===== src/include/rp_consts.svh =====
`ifndef RP_CONSTS_SVH
`define RP_CONSTS_SVH

////////////////////
// machine widths
////////////////////

// data, address and instruction width
`define RP_XW 32

// general register address width, 32 entries
`define RP_AW 5

////////////////////
// fixed values
////////////////////

// program counter after reset
`define RP_PC0 32'h0000_0000

// addi x0, x0, 0
`define RP_NOP 32'h0000_0013

`endif


===== src/source/rp_pkg.sv =====
`include "rp_consts.svh"

package rp_pkg;

  ////////////////////
  // opcodes
  ////////////////////

  // major opcode field, inst[6:0]
  typedef enum logic [6:0] {
    OPC_LUI    = 7'b0110111,
    OPC_AUIPC  = 7'b0010111,
    OPC_JAL    = 7'b1101111,
    OPC_JALR   = 7'b1100111,
    OPC_BRANCH = 7'b1100011,
    OPC_LOAD   = 7'b0000011,
    OPC_STORE  = 7'b0100011,
    OPC_OP_IMM = 7'b0010011,
    OPC_OP     = 7'b0110011
  } opc_t;

  ////////////////////
  // control fields
  ////////////////////

  // alu operation, encoded as {funct7[5], funct3}
  typedef enum logic [3:0] {
    AO_ADD  = 4'b0000,
    AO_SUB  = 4'b1000,
    AO_SLL  = 4'b0001,
    AO_SLT  = 4'b0010,
    AO_SLTU = 4'b0011,
    AO_XOR  = 4'b0100,
    AO_SRL  = 4'b0101,
    AO_SRA  = 4'b1101,
    AO_OR   = 4'b0110,
    AO_AND  = 4'b0111
  } ao_t;

  // branch condition
  typedef enum logic [2:0] {
    BR_NONE, BR_ALW, BR_EQ, BR_NE, BR_LT, BR_GE, BR_LTU, BR_GEU
  } br_t;

  // first and second alu operand source
  typedef enum logic [1:0] {A1_RS1, A1_PC, A1_ZERO} a1_t;
  typedef enum logic {A2_RS2, A2_IMM} a2_t;

  // write-back source
  typedef enum logic [1:0] {WB_NONE, WB_ALU, WB_PC4, WB_LD} wb_t;

  // decoded control word
  // all-zero is a plain nop with nothing enabled
  typedef struct packed {
    ao_t              ao;
    br_t              br;
    a1_t              a1;
    a2_t              a2;
    wb_t              wb;
    logic             ld;   // word load
    logic             st;   // word store
    logic [`RP_XW-1:0] imm;
    logic             ill;  // unsupported encoding
  } ctl_t;

endpackage


===== src/source/rp_alu.sv =====
`timescale 1ns/10ps
`include "rp_consts.svh"

module rp_alu (
  input  rp_pkg::ao_t       ao,
  input  logic [`RP_XW-1:0] rs1,
  input  logic [`RP_XW-1:0] rs2,
  output logic [`RP_XW-1:0] rd,
  output logic [`RP_XW-1:0] sum
);

  import rp_pkg::*;

  logic [4:0] shamt;
  logic       lt;
  logic       ltu;

  ////////////////////
  // shared terms
  ////////////////////

  // plain adder, also feeds branch targets and data addresses
  assign sum = rs1 + rs2;

  // shift amount from the low five bits only
  assign shamt = rs2[4:0];

  // comparisons for slt/sltu
  assign lt  = $signed(rs1) < $signed(rs2);
  assign ltu = rs1 < rs2;

  ////////////////////
  // result select
  ////////////////////

  always_comb begin
    case (ao)
      AO_ADD:  rd = sum;
      AO_SUB:  rd = rs1 - rs2;
      AO_SLL:  rd = rs1 << shamt;
      AO_SLT:  rd = {{(`RP_XW-1){1'b0}}, lt};
      AO_SLTU: rd = {{(`RP_XW-1){1'b0}}, ltu};
      AO_XOR:  rd = rs1 ^ rs2;
      AO_SRL:  rd = rs1 >> shamt;
      // arithmetic shift keeps the sign
      AO_SRA:  rd = $unsigned($signed(rs1) >>> shamt);
      AO_OR:   rd = rs1 | rs2;
      AO_AND:  rd = rs1 & rs2;
      default: rd = sum;
    endcase
  end

endmodule


===== src/source/rp_br.sv =====
`timescale 1ns/10ps
`include "rp_consts.svh"

module rp_br (
  input  rp_pkg::br_t       br,
  input  logic [`RP_XW-1:0] rs1,
  input  logic [`RP_XW-1:0] rs2,
  output logic              tkn
);

  import rp_pkg::*;

  logic eq;
  logic lt;
  logic ltu;

  // one compare each, shared by both polarities
  assign eq  = (rs1 == rs2);
  assign lt  = $signed(rs1) < $signed(rs2);
  assign ltu = (rs1 < rs2);

  // taken decision
  always_comb begin
    case (br)
      BR_ALW:  tkn = 1'b1;
      BR_EQ:   tkn = eq;
      BR_NE:   tkn = ~eq;
      BR_LT:   tkn = lt;
      BR_GE:   tkn = ~lt;
      BR_LTU:  tkn = ltu;
      BR_GEU:  tkn = ~ltu;
      default: tkn = 1'b0;
    endcase
  end

endmodule


===== src/source/rp_core.sv =====
`timescale 1ns/10ps
`include "rp_consts.svh"

module rp_core #(
  parameter logic [`RP_XW-1:0] PC0 = `RP_PC0
)(
  input  logic              clk,
  input  logic              rst,
  // program bus
  output logic              bup_req,
  output logic [`RP_XW-1:0] bup_adr,
  input  logic [`RP_XW-1:0] bup_rdt,
  input  logic              bup_ack,
  // data bus
  output logic              bud_req,
  output logic              bud_wen,
  output logic [`RP_XW-1:0] bud_adr,
  output logic [`RP_XW-1:0] bud_wdt,
  input  logic [`RP_XW-1:0] bud_rdt,
  input  logic              bud_ack
);

  import rp_pkg::*;

  // fetch and pc
  logic [`RP_XW-1:0] pc;
  logic [`RP_XW-1:0] pcn;
  logic [`RP_XW-1:0] pc4;
  logic              stall;
  logic              tkn;

  // decode
  ctl_t ctl;

  // register file
  logic              gpr_we;
  logic [`RP_XW-1:0] gpr_rs1;
  logic [`RP_XW-1:0] gpr_rs2;
  logic [`RP_XW-1:0] gpr_rd;

  // alu
  logic [`RP_XW-1:0] alu_rs1;
  logic [`RP_XW-1:0] alu_rs2;
  logic [`RP_XW-1:0] alu_rd;
  logic [`RP_XW-1:0] alu_sum;

  ////////////////////
  // fetch
  ////////////////////

  // fetch request comes up one edge after reset
  always_ff @(posedge clk, posedge rst) begin
    if (rst) begin
      bup_req <= 1'b0;
    end else begin
      bup_req <= 1'b1;
    end
  end

  // data access still waiting for its acknowledge
  assign stall = bud_req & ~bud_ack;

  assign pc4 = pc + `RP_XW'd4;

  // next pc, held while nothing can retire
  // bit 0 cleared on every target, only jalr can set it
  always_comb begin
    if (!bup_ack || stall) begin
      pcn = pc;
    end else if (tkn) begin
      pcn = {alu_sum[`RP_XW-1:1], 1'b0};
    end else begin
      pcn = pc4;
    end
  end

  always_ff @(posedge clk, posedge rst) begin
    if (rst) begin
      pc <= PC0;
    end else begin
      pc <= pcn;
    end
  end

  // memory sees the address one edge ahead of pc
  assign bup_adr = pcn;

  ////////////////////
  // decode and registers
  ////////////////////

  rp_dec dec (
    .inst (bup_rdt),
    .ctl  (ctl)
  );

  // write only when the instruction actually retires
  assign gpr_we = bup_ack & ~stall & (ctl.wb != WB_NONE);

  rp_gpr gpr (
    .clk   (clk),
    .rst   (rst),
    .we    (gpr_we),
    .a_rs1 (bup_rdt[19:15]),
    .a_rs2 (bup_rdt[24:20]),
    .a_rd  (bup_rdt[11:7]),
    .d_rd  (gpr_rd),
    .d_rs1 (gpr_rs1),
    .d_rs2 (gpr_rs2)
  );

  ////////////////////
  // execute
  ////////////////////

  // operand select
  always_comb begin
    case (ctl.a1)
      A1_PC:   alu_rs1 = pc;
      A1_ZERO: alu_rs1 = '0;
      default: alu_rs1 = gpr_rs1;
    endcase
    alu_rs2 = (ctl.a2 == A2_IMM) ? ctl.imm : gpr_rs2;
  end

  rp_alu alu (
    .ao  (ctl.ao),
    .rs1 (alu_rs1),
    .rs2 (alu_rs2),
    .rd  (alu_rd),
    .sum (alu_sum)
  );

  // compares raw register values next to the alu
  rp_br br (
    .br  (ctl.br),
    .rs1 (gpr_rs1),
    .rs2 (gpr_rs2),
    .tkn (tkn)
  );

  // write-back select
  always_comb begin
    case (ctl.wb)
      WB_PC4:  gpr_rd = pc4;
      WB_LD:   gpr_rd = bud_rdt;
      default: gpr_rd = alu_rd;
    endcase
  end

  ////////////////////
  // data bus
  ////////////////////

  // only while a fetched instruction is present
  assign bud_req = bup_ack & (ctl.ld | ctl.st);
  assign bud_wen = bup_ack & ctl.st;

  // base plus offset from the adder
  assign bud_adr = alu_sum;
  assign bud_wdt = gpr_rs2;

endmodule


===== src/source/rp_dec.sv =====
`timescale 1ns/10ps
`include "rp_consts.svh"

module rp_dec (
  input  logic [`RP_XW-1:0] inst,
  output rp_pkg::ctl_t      ctl
);

  import rp_pkg::*;

  ////////////////////
  // fields
  ////////////////////

  opc_t              opc;
  logic [2:0]        funct3;
  logic [6:0]        funct7;
  logic [`RP_XW-1:0] imm_i;
  logic [`RP_XW-1:0] imm_s;
  logic [`RP_XW-1:0] imm_b;
  logic [`RP_XW-1:0] imm_u;
  logic [`RP_XW-1:0] imm_j;

  assign opc    = opc_t'(inst[6:0]);
  assign funct3 = inst[14:12];
  assign funct7 = inst[31:25];

  // immediates, all sign extended from inst[31]
  assign imm_i = {{20{inst[31]}}, inst[31:20]};
  assign imm_s = {{20{inst[31]}}, inst[31:25], inst[11:7]};
  assign imm_b = {{19{inst[31]}}, inst[31], inst[7], inst[30:25], inst[11:8], 1'b0};
  assign imm_u = {inst[31:12], 12'h000};
  assign imm_j = {{11{inst[31]}}, inst[31], inst[19:12], inst[20], inst[30:21], 1'b0};

  ////////////////////
  // control word
  ////////////////////

  always_comb begin
    // start from a cleared word, second operand from immediate
    ctl     = '0;
    ctl.a2  = A2_IMM;
    ctl.imm = imm_i;
    case (opc)
      OPC_LUI: begin
        ctl.a1  = A1_ZERO;
        ctl.imm = imm_u;
        ctl.wb  = WB_ALU;
      end
      OPC_AUIPC: begin
        ctl.a1  = A1_PC;
        ctl.imm = imm_u;
        ctl.wb  = WB_ALU;
      end
      OPC_JAL: begin
        // target pc+imm from the adder, link pc+4
        ctl.a1  = A1_PC;
        ctl.imm = imm_j;
        ctl.br  = BR_ALW;
        ctl.wb  = WB_PC4;
      end
      OPC_JALR: begin
        ctl.br  = BR_ALW;
        ctl.wb  = WB_PC4;
        ctl.ill = (funct3 != 3'b000);
      end
      OPC_BRANCH: begin
        ctl.a1  = A1_PC;
        ctl.imm = imm_b;
        case (funct3)
          3'b000:  ctl.br = BR_EQ;
          3'b001:  ctl.br = BR_NE;
          3'b100:  ctl.br = BR_LT;
          3'b101:  ctl.br = BR_GE;
          3'b110:  ctl.br = BR_LTU;
          3'b111:  ctl.br = BR_GEU;
          default: ctl.ill = 1'b1;
        endcase
      end
      OPC_LOAD: begin
        // word only
        ctl.ld  = 1'b1;
        ctl.wb  = WB_LD;
        ctl.ill = (funct3 != 3'b010);
      end
      OPC_STORE: begin
        ctl.st  = 1'b1;
        ctl.imm = imm_s;
        ctl.ill = (funct3 != 3'b010);
      end
      OPC_OP_IMM: begin
        ctl.wb = WB_ALU;
        case (funct3)
          3'b001: begin
            ctl.ao  = AO_SLL;
            ctl.ill = (funct7 != 7'b0000000);
          end
          3'b101: begin
            // srai carries funct7[5] in the immediate
            ctl.ao  = ao_t'({funct7[5], funct3});
            ctl.ill = (funct7 != 7'b0000000) && (funct7 != 7'b0100000);
          end
          default: ctl.ao = ao_t'({1'b0, funct3});
        endcase
      end
      OPC_OP: begin
        ctl.a2 = A2_RS2;
        ctl.wb = WB_ALU;
        if (funct7 == 7'b0000000) begin
          ctl.ao = ao_t'({1'b0, funct3});
        end else if (funct7 == 7'b0100000 && (funct3 == 3'b000 || funct3 == 3'b101)) begin
          // sub and sra
          ctl.ao = ao_t'({1'b1, funct3});
        end else begin
          ctl.ill = 1'b1;
        end
      end
      default: ctl.ill = 1'b1;
    endcase
    // illegal encodings turn into a bare nop
    if (ctl.ill) begin
      ctl     = '0;
      ctl.ill = 1'b1;
    end
  end

endmodule


===== src/source/rp_gpr.sv =====
`timescale 1ns/10ps
`include "rp_consts.svh"

module rp_gpr #(
  parameter int unsigned AW = `RP_AW
)(
  input  logic              clk,
  input  logic              rst,
  input  logic              we,
  input  logic [AW-1:0]     a_rs1,
  input  logic [AW-1:0]     a_rs2,
  input  logic [AW-1:0]     a_rd,
  input  logic [`RP_XW-1:0] d_rd,
  output logic [`RP_XW-1:0] d_rs1,
  output logic [`RP_XW-1:0] d_rs2
);

  // register array cleared on reset
  // entry 0 is never written and so stays zero
  logic [`RP_XW-1:0] gpr [0:2**AW-1];

  // single write port
  always_ff @(posedge clk, posedge rst) begin
    if (rst) begin
      for (int i = 0; i < 2**AW; i++) begin
        gpr[i[AW-1:0]] <= '0;
      end
    end else if (we && (a_rd != '0)) begin
      gpr[a_rd] <= d_rd;
    end
  end

  // asynchronous read ports
  assign d_rs1 = gpr[a_rs1];
  assign d_rs2 = gpr[a_rs2];

endmodule


===== config.mk =====
export PLATFORM = sky130hd
export DESIGN_NAME = rp_core
export DESIGN_NICKNAME = d
export VERILOG_FILES = /design/src/source/rp_pkg.sv /design/src/source/rp_alu.sv /design/src/source/rp_br.sv /design/src/source/rp_core.sv /design/src/source/rp_dec.sv /design/src/source/rp_gpr.sv
export VERILOG_INCLUDE_DIRS = /design/src /design/src/include
export SDC_FILE = /design/constraint.sdc
export NUM_CORES = 2
export LEC_CHECK = 0
export BUFFER_PORTS_ARGS = -buffer_cell sky130_fd_sc_hd__buf_2
export CAP_MARGIN = 0
export CORE_MARGIN = 5
export CORE_UTILIZATION = 28
export CTS_CLUSTER_DIAMETER = 200
export DETAILED_ROUTE_END_ITERATION = 6
export SYNTH_ARGS = -nofsm -noshare
export SYNTH_HDL_FRONTEND = slang
export SYNTH_SLANG_ARGS = --single-unit

===== constraint.sdc =====
create_clock -name clk -period 45.1 [get_ports clk]
set_clock_uncertainty 0.05 [all_clocks]
set_input_delay 6.765 -clock clk [delete_from_list [all_inputs] [get_ports clk]]
set_output_delay 6.765 -clock clk [all_outputs]
set_load 0.01 [all_outputs]

### Yosys cells after proc, flatten, opt, wreduce, memory -nomap -nowiden

Cells that the tools add are included.

| cells by class | value |
|---|---|
| add/sub/neg operators | 3 |
| multiply operators | 0 |
| div/mod/pow operators | 0 |
| magnitude comparators | 8 |
| equality and inequality tests | 38 |
| shift operators | 3 |
| mux-type cells | 34 |
| bitwise operators | 17 |
| reduce and logical (&&, ||, !) cells | 20 |

Operators by type and width:

| kind | count |
|---|---|
| 1024-bit bitwise mux | 1 |
| 32-bit binary-select mux with 5-bit select | 2 |
| 32-bit case mux with 9 select lines | 1 |
| 32-bit 2-to-1 mux | 8 |
| 32-bit demux with 5-bit select | 1 |
| 32-bit < comparator | 4 |
| 32-bit case mux with 2 select lines | 2 |
| 31-bit case mux with 4 select lines | 1 |
| 47-bit 2-to-1 mux | 1 |
| 32-bit by 3-bit adder with 32-bit output (second input constant) | 1 |
| 32-bit adder | 1 |
| 32-bit AND | 1 |
| 32-bit == test | 1 |
| 32-bit bitwise OR | 1 |
| 32-bit by 5-bit << shifter with 32-bit output | 1 |
| 32-bit by 5-bit >> shifter with 32-bit output | 1 |
| 32-bit by 5-bit >>> shifter with 32-bit output | 1 |
| 32-bit subtractor | 1 |
| 32-bit XOR | 1 |
| 7-bit by 6-bit == test with 1-bit output (second input constant) | 4 |
| 3-bit == test (second input constant) | 8 |
| 7-bit == test (second input constant) | 3 |
| 6-bit greater-or-equal comparator (second input constant) | 3 |
| 5-bit inverter with 6-bit output | 3 |
| other kinds (39) | 71 |

| word-level totals | value |
|---|---|
| register bits after elaboration | 1057 |
| latch bits | 0 |
| memory bits (writable) | 0 |
| ROM bits | 0 |
| memories | 0 |

### Longest topological paths before layout

| logic depth | value |
|---|---|
| depth after elaboration | 14 |
| gate-level depth with buffers | 30 |
| depth with buffers taken out | 24 |

### Modules after synthesis

From an unflattened synthesis, not the netlist that was laid out.

| second synthesis, totals | value |
|---|---|
| cells, all modules | 6727 |
| area total of the unflattened synthesis | 70595.2 um^2 |

By module, submodules not included:

| module | times used | cells each | area each (um^2) |
|---|---|---|---|
| rp_gpr | 1 | 4602 | 55947.4 |
| rp_alu | 1 | 1299 | 8819.7 |
| rp_core | 1 | 538 | 3822.4 |
| rp_dec | 1 | 168 | 1151.1 |
| rp_br | 1 | 120 | 854.6 |

### Worst setup path before layout

Ideal clock, no wire load.

| timing path | value |
|---|---|
| path kind | input to output |
| from | input port bup_rdt[20] |
| to | output port bup_adr[18] |
| arrival time | 12.717 ns |
| slack | 25.568 ns |
| stages on the path | 23 |
| path buffers | 7 |
| cells stage by stage | buf_6 -> buf_2 -> clkbuf_1 -> clkbuf_1 -> buf_1 -> mux4_2 -> mux4_2 -> mux2i_1 -> ha_1 -> a21o_1 -> a21o_1 -> a21o_1 -> a21oi_1 -> nor2b_1 -> o211ai_1 -> a21oi_1 -> nor4_1 -> xor2_1 -> o31ai_1 -> clkbuf_1 -> clkbuf_1 -> a21oi_1 -> o22ai_1 |

| on the way | value |
|---|---|
| cells in the longest elaborated chain, start to end | 9 |
| elaborated cells between the ends (all ways) | 17 |
| classes of those cells | add/sub (1); order compare (2); eq/ne (1); mux (9); bitwise (4) |

RTL lines:

| element | line | source |
|---|---|---|
| from (decl) | rp_core.sv:12 | `` input logic [`RP_XW-1:0] bup_rdt, `` |
| 5-bit inverter with 6-bit output (not written as such) | rp_gpr.sv:35 | `assign d_rs2 = gpr[a_rs2];` |
| 32-bit binary-select mux with 5-bit select | rp_gpr.sv:35 |  |
| 32-bit 2-to-1 mux (not written as such) (2 in a row) | rp_gpr.sv:35 |  |
| 32-bit < comparator, or another cell as far along | rp_br.sv:20 | `assign ltu = (rs1 < rs2);` |
| 1-bit inverter, on equally long branches | rp_br.sv:31, rp_br.sv:27, rp_br.sv:29 |  |
| 1-bit case mux with 7 select lines | rp_br.sv:24 | `case (br)` |
| 32-bit 2-to-1 mux (*) | rp_core.sv:70 | `end else if (tkn) begin` |
| 32-bit 2-to-1 mux (*) | rp_core.sv:68 | `if (!bup_ack \|\| stall) begin` |
| to (decl) | rp_core.sv:11 | `` output logic [`RP_XW-1:0] bup_adr, `` |

Every way passes the cells marked *; elsewhere a longest branch is shown, timed or not. The select of a mux whose other input is x is not followed.

### Worst setup path in the final report

| timing path | value |
|---|---|
| from | input port bup_rdt[16] |
| to | output port bup_adr[31] |

| on the way | value |
|---|---|
| cells in the longest elaborated chain, start to end | 9 |
| elaborated cells between the ends (all ways) | 18 |
| classes of those cells | add/sub (1); order compare (2); eq/ne (1); mux (10); bitwise (4) |

RTL lines:

| element | line | source |
|---|---|---|
| 5-bit inverter with 6-bit output (not written as such) | rp_gpr.sv:34 | `assign d_rs1 = gpr[a_rs1];` |
| 32-bit binary-select mux with 5-bit select | rp_gpr.sv:34 |  |
| 32-bit 2-to-1 mux (not written as such) (2 in a row) | rp_gpr.sv:34 |  |
| 32-bit < comparator, or another cell as far along | rp_br.sv:20 |  |
| 1-bit inverter, on equally long branches | rp_br.sv:31, rp_br.sv:27, rp_br.sv:29 |  |
| 1-bit case mux with 7 select lines | rp_br.sv:24 |  |
| 32-bit 2-to-1 mux (*) | rp_core.sv:70 |  |
| 32-bit 2-to-1 mux (*) | rp_core.sv:68 |  |

Marked as above.

==> run_results.csv <==
group,metric,value,unit
global_route,grt_pass1_vias,56400,
cts,hold_buffers,0,
sta,slew_headroom,0.0333,
setup_path,arrival,15000,ps
yosys,synth-seq-area-share,0.386,
die,rows,181,
drt,vias_per_cell,5.87,
cts,numClockSinks,1057,
cts,cts-root-buf,"clkbuf_16",
die,dieArea,255000,µm²
yosys,yosysWarnings,0,
worst_hold_path,hold_path_depth,0,
setup_path,slowest_stage,"buf_4",
sta,fmax,45.8,MHz
placed_design,io_buffers,166,
sta,final_max_slew_viol_count,0,
setup_path,crit_type,"input pin to primary output",
setup_path,cp.depth,22,
power_and_ir_drop,sequentialPowerShare,0.385,
cts,insertion_delay,820,ps
drt,drtIter0Drc,7191,
power_and_ir_drop,leakagePower,34.0,nW
global_route,met2_usage,0.318,
power_and_ir_drop,powerDensity,32.8,nW/µm²
global_route,grt_pass1_wl,401000,µm
placed_design,dpl.hpwl,183000,µm
finish,drive_above_1_share,0.215,
yosys,synthFlopType,"dfrtp_1",
global_route,busiest_layer,"met2",
setup_path,critPathMaxStageDelay,840,ps
cts,cts.clk_slew.worst_paths,60,ps
power_and_ir_drop,peakVddDrop,0.0311,mV
die,die_width,505,µm
setup_path,crit_family,"buffers and inverters",
global_route,antenna_found_initial,15,
setup_path,crit_end,"bup_adr[31]",
worst_hold_path,hold_path_class,"flop to flop",
placed_design,routabilityCongestion,1.02,
yosys,synth_cell_types,99,
cts,post_cts_buffers,0,
yosys,ys_ff_latch,1057,
setup_path,cp_max_fo,103,
finish,final_cell_mix,"dfrtp_1 (1,057), mux2i_1 (712), nand2_1 (707)",
finish,syn2layout_area_growth,12.2,%
die,die_h,505,µm
cts,cts_inserted_buffers,119,
drt,vias,58000,
sta,tns,0,ps
sta,whs,349,ps
setup_path,crit_start,"bup_rdt[16]",
power_and_ir_drop,switchingPower,0.814,mW
global_route,track_usage,0.208,
sta,rsz0062_at_grt,"false",
yosys,async_flop_share,1.00,
cts,cts_tree,"built",
finish,final_common_cell,"dfrtp_1",
drt,drc,0,
drt,wl,276000,µm
die,ios,167,
global_route,grt_use_met1,0.269,
cts,ctsLongestPathBuffers,3,
yosys,synth_nets,6956,
setup_path,regToRegStartpoint,"gpr.gpr[258]",
power_and_ir_drop,p_clk_frac,0.415,
power_and_ir_drop,sw_frac_of_total,0.322,
setup_path,worstPathRequired,38280,ps
cts,cts_resized,0,
drt,ant_nets,0,
global_route,grt_max_degree,179,
die,core_region_area,243000,µm²
setup_path,critPathCaptureType,"primary output",
yosys,synth_area_per_cell,10.2,µm²
setup_path,critPathBufInv,6,
sta,setup_viol,0,
global_route,overflow,0,
drt,wl_per_cell,27.9,µm
yosys,post_synth_inst_count,6755,
setup_path,worst_r2r_path_depth,21,
finish,final_nets,6772,
setup_path,r2r_setup_slack,37070,ps
sta,fin_crit,21820,ps
die,initial_core_util,0.282,
drt,first_pass_iters,7,
setup_path,worstSetupStartpointType,"input pin",
sta,final.period_utilization,0.484,
global_route,grtUsageMet3,0.0494,
finish,fillers,24600,
power_and_ir_drop,internal_power,1.71,mW
setup_path,crit_chain,"buf_8 > buf_12 > buf_4 > buf_4 > mux2i_1 > a22oi_1 > a21oi_1 > nor4_2 > ha_1 > a21o_1 > a21o_1 > a21o_1 > a21oi_1 > nor2_1 > a211o_1 > nor4_1 > xor2_1 > o31ai_4 > buf_4 > nor2_1 > a221o_1 > buf_2",
yosys,netlist_area,68600,µm²
run_status,outcome,"complete, no violations",
sta,hold_viol_final,0,
sta,tightest_slew,1440,ps
power_and_ir_drop,p_comb_frac,0.200,
yosys,synth_edf_count,0,
cts,htreeDepth,3,
run,maxCapViolCount,0,
setup_path,r2r_end,"gpr.gpr[568]",
==> power by group through the flow <==
stage / Clock (mW) / Combinational [mW] / Sequential [mW]
after detailed placement: 0 / 0.487 / 0.988
after global routing: 1.10 / 0.528 / 0.972
after CTS: 1.06 / 0.489 / 0.971
after global placement: 0 / 0.485 / 0.988
after floorplan: 0 / 0.311 / 0.979
final: 1.05 / 0.505 / 0.972
==> logic make-up (layout without fill, tap and decap cells) <==
| logic type | Yosys count | count (layout) | synth area share |
|---|---|---|---|
| adder cells (fa/ha/maj) | 133 | 133 | 0.0245 |
| flip-flops | 1057 | 1057 | 0.386 |
| multiplexers | 1446 | 1446 | 0.277 |
| AND/OR/NAND/NOR | 1428 | 1428 | 0.0896 |
| AO/OA/AOI/OAI | 1798 | 1798 | 0.163 |
| other | 1 | 12 | 0.0000547 |
| XOR/XNOR | 64 | 64 | 0.00817 |
| buffers and inverters | 828 | 747 | 0.0519 |
==> routing by layer <==
metal / part of all wire / vias up
met4: 0.066 / 2
met5: 0.000047 / -
met2: 0.44 / 3296
met1: 0.40 / 29300
li1: - / 24600
met3: 0.099 / 812
==> worst min-delay path by stage <==
stage / startpoint / end / slack, ps
after global routing: gpr.gpr[996] / gpr.gpr[996] / 360
after global placement: gpr.gpr[1017] / gpr.gpr[1017] / 330
after detailed placement: gpr.gpr[1019] / gpr.gpr[1019] / 340
final: gpr.gpr[1006] / gpr.gpr[1006] / 350
after floorplan: gpr.gpr[1000] / gpr.gpr[1000] / 400
after CTS: gpr.gpr[1006] / gpr.gpr[1006] / 350
==> metrics by stage <==
step | power (mW) | worst slack, ps | std cells | util | cell area (µm²)
after floorplan | 1.29 | 8530 | 6755 | - | 68600
after CTS | 2.52 | 23250 | 9876 | 0.316 | 76900
after global routing | 2.60 | 22970 | 9881 | 0.316 | 76900
after global placement | 1.47 | 23300 | 9651 | 0.298 | 72700
after detailed placement | 1.47 | 23230 | 9652 | 0.298 | 72700
final | 2.53 | 23280 | 9887 | 0.316 | 76900
==> state kept, by name (all words and copies together), names as in the netlist <==
signal / flops
bup_req: 1
gpr.gpr: 1024
pc: 32
==> synthesized netlist by cell type (11+ instances only) <==
master     number  area, µm²
buf_6          18        203
o31ai_1       139       1040
dfrtp_1      1057      26500
nor2b_1        18        113
mux2i_1       713       7140
a21boi_0       12       90.1
or2_2          15       93.8
a22oi_1       275       2060
nor3_1         57        285
a22o_1         34        298
a2bb2oi_1      15        131
nor4_1         44        275
o21ai_0       530       2650
o221ai_1       15        131
o22ai_1        49        307
buf_2          96        480
inv_1         158        593
nor2_1        399       1500
nand3_1        56        280
a31oi_1        28        175
mux4_2        317       7140
nand2b_1       18        113
a21oi_1       464       2320
or4_1          11       82.6
nand2_1       711       2670
and3_1         17        106
ha_1          131       1640
a211oi_1       34        255
and2_1         11       68.8
xor2_1         12        105
clkbuf_1      453       1700
o21bai_1       17        128
nand4_1        22        138
or3_1          14       87.6
o211ai_1       40        300
a21o_1         26        195
buf_1          48        180
buf_4          48        360
mux2_2        412       4640
xnor2_1        52        455
==> layout make-up <==
cell class	instances	area, µm²	area share
clock buffer	164	3420	0.0444
antenna	11	27.5	0.000358
clock inverter	60	820	0.0107
tap	3202	4010	0.0521
sequential	1057	26500	0.344
inverter	164	628	0.00816
timing repair buffer	359	2380	0.0310
multi-input combinational	4870	39200	0.510
Power figures use the tool's default switching activity.
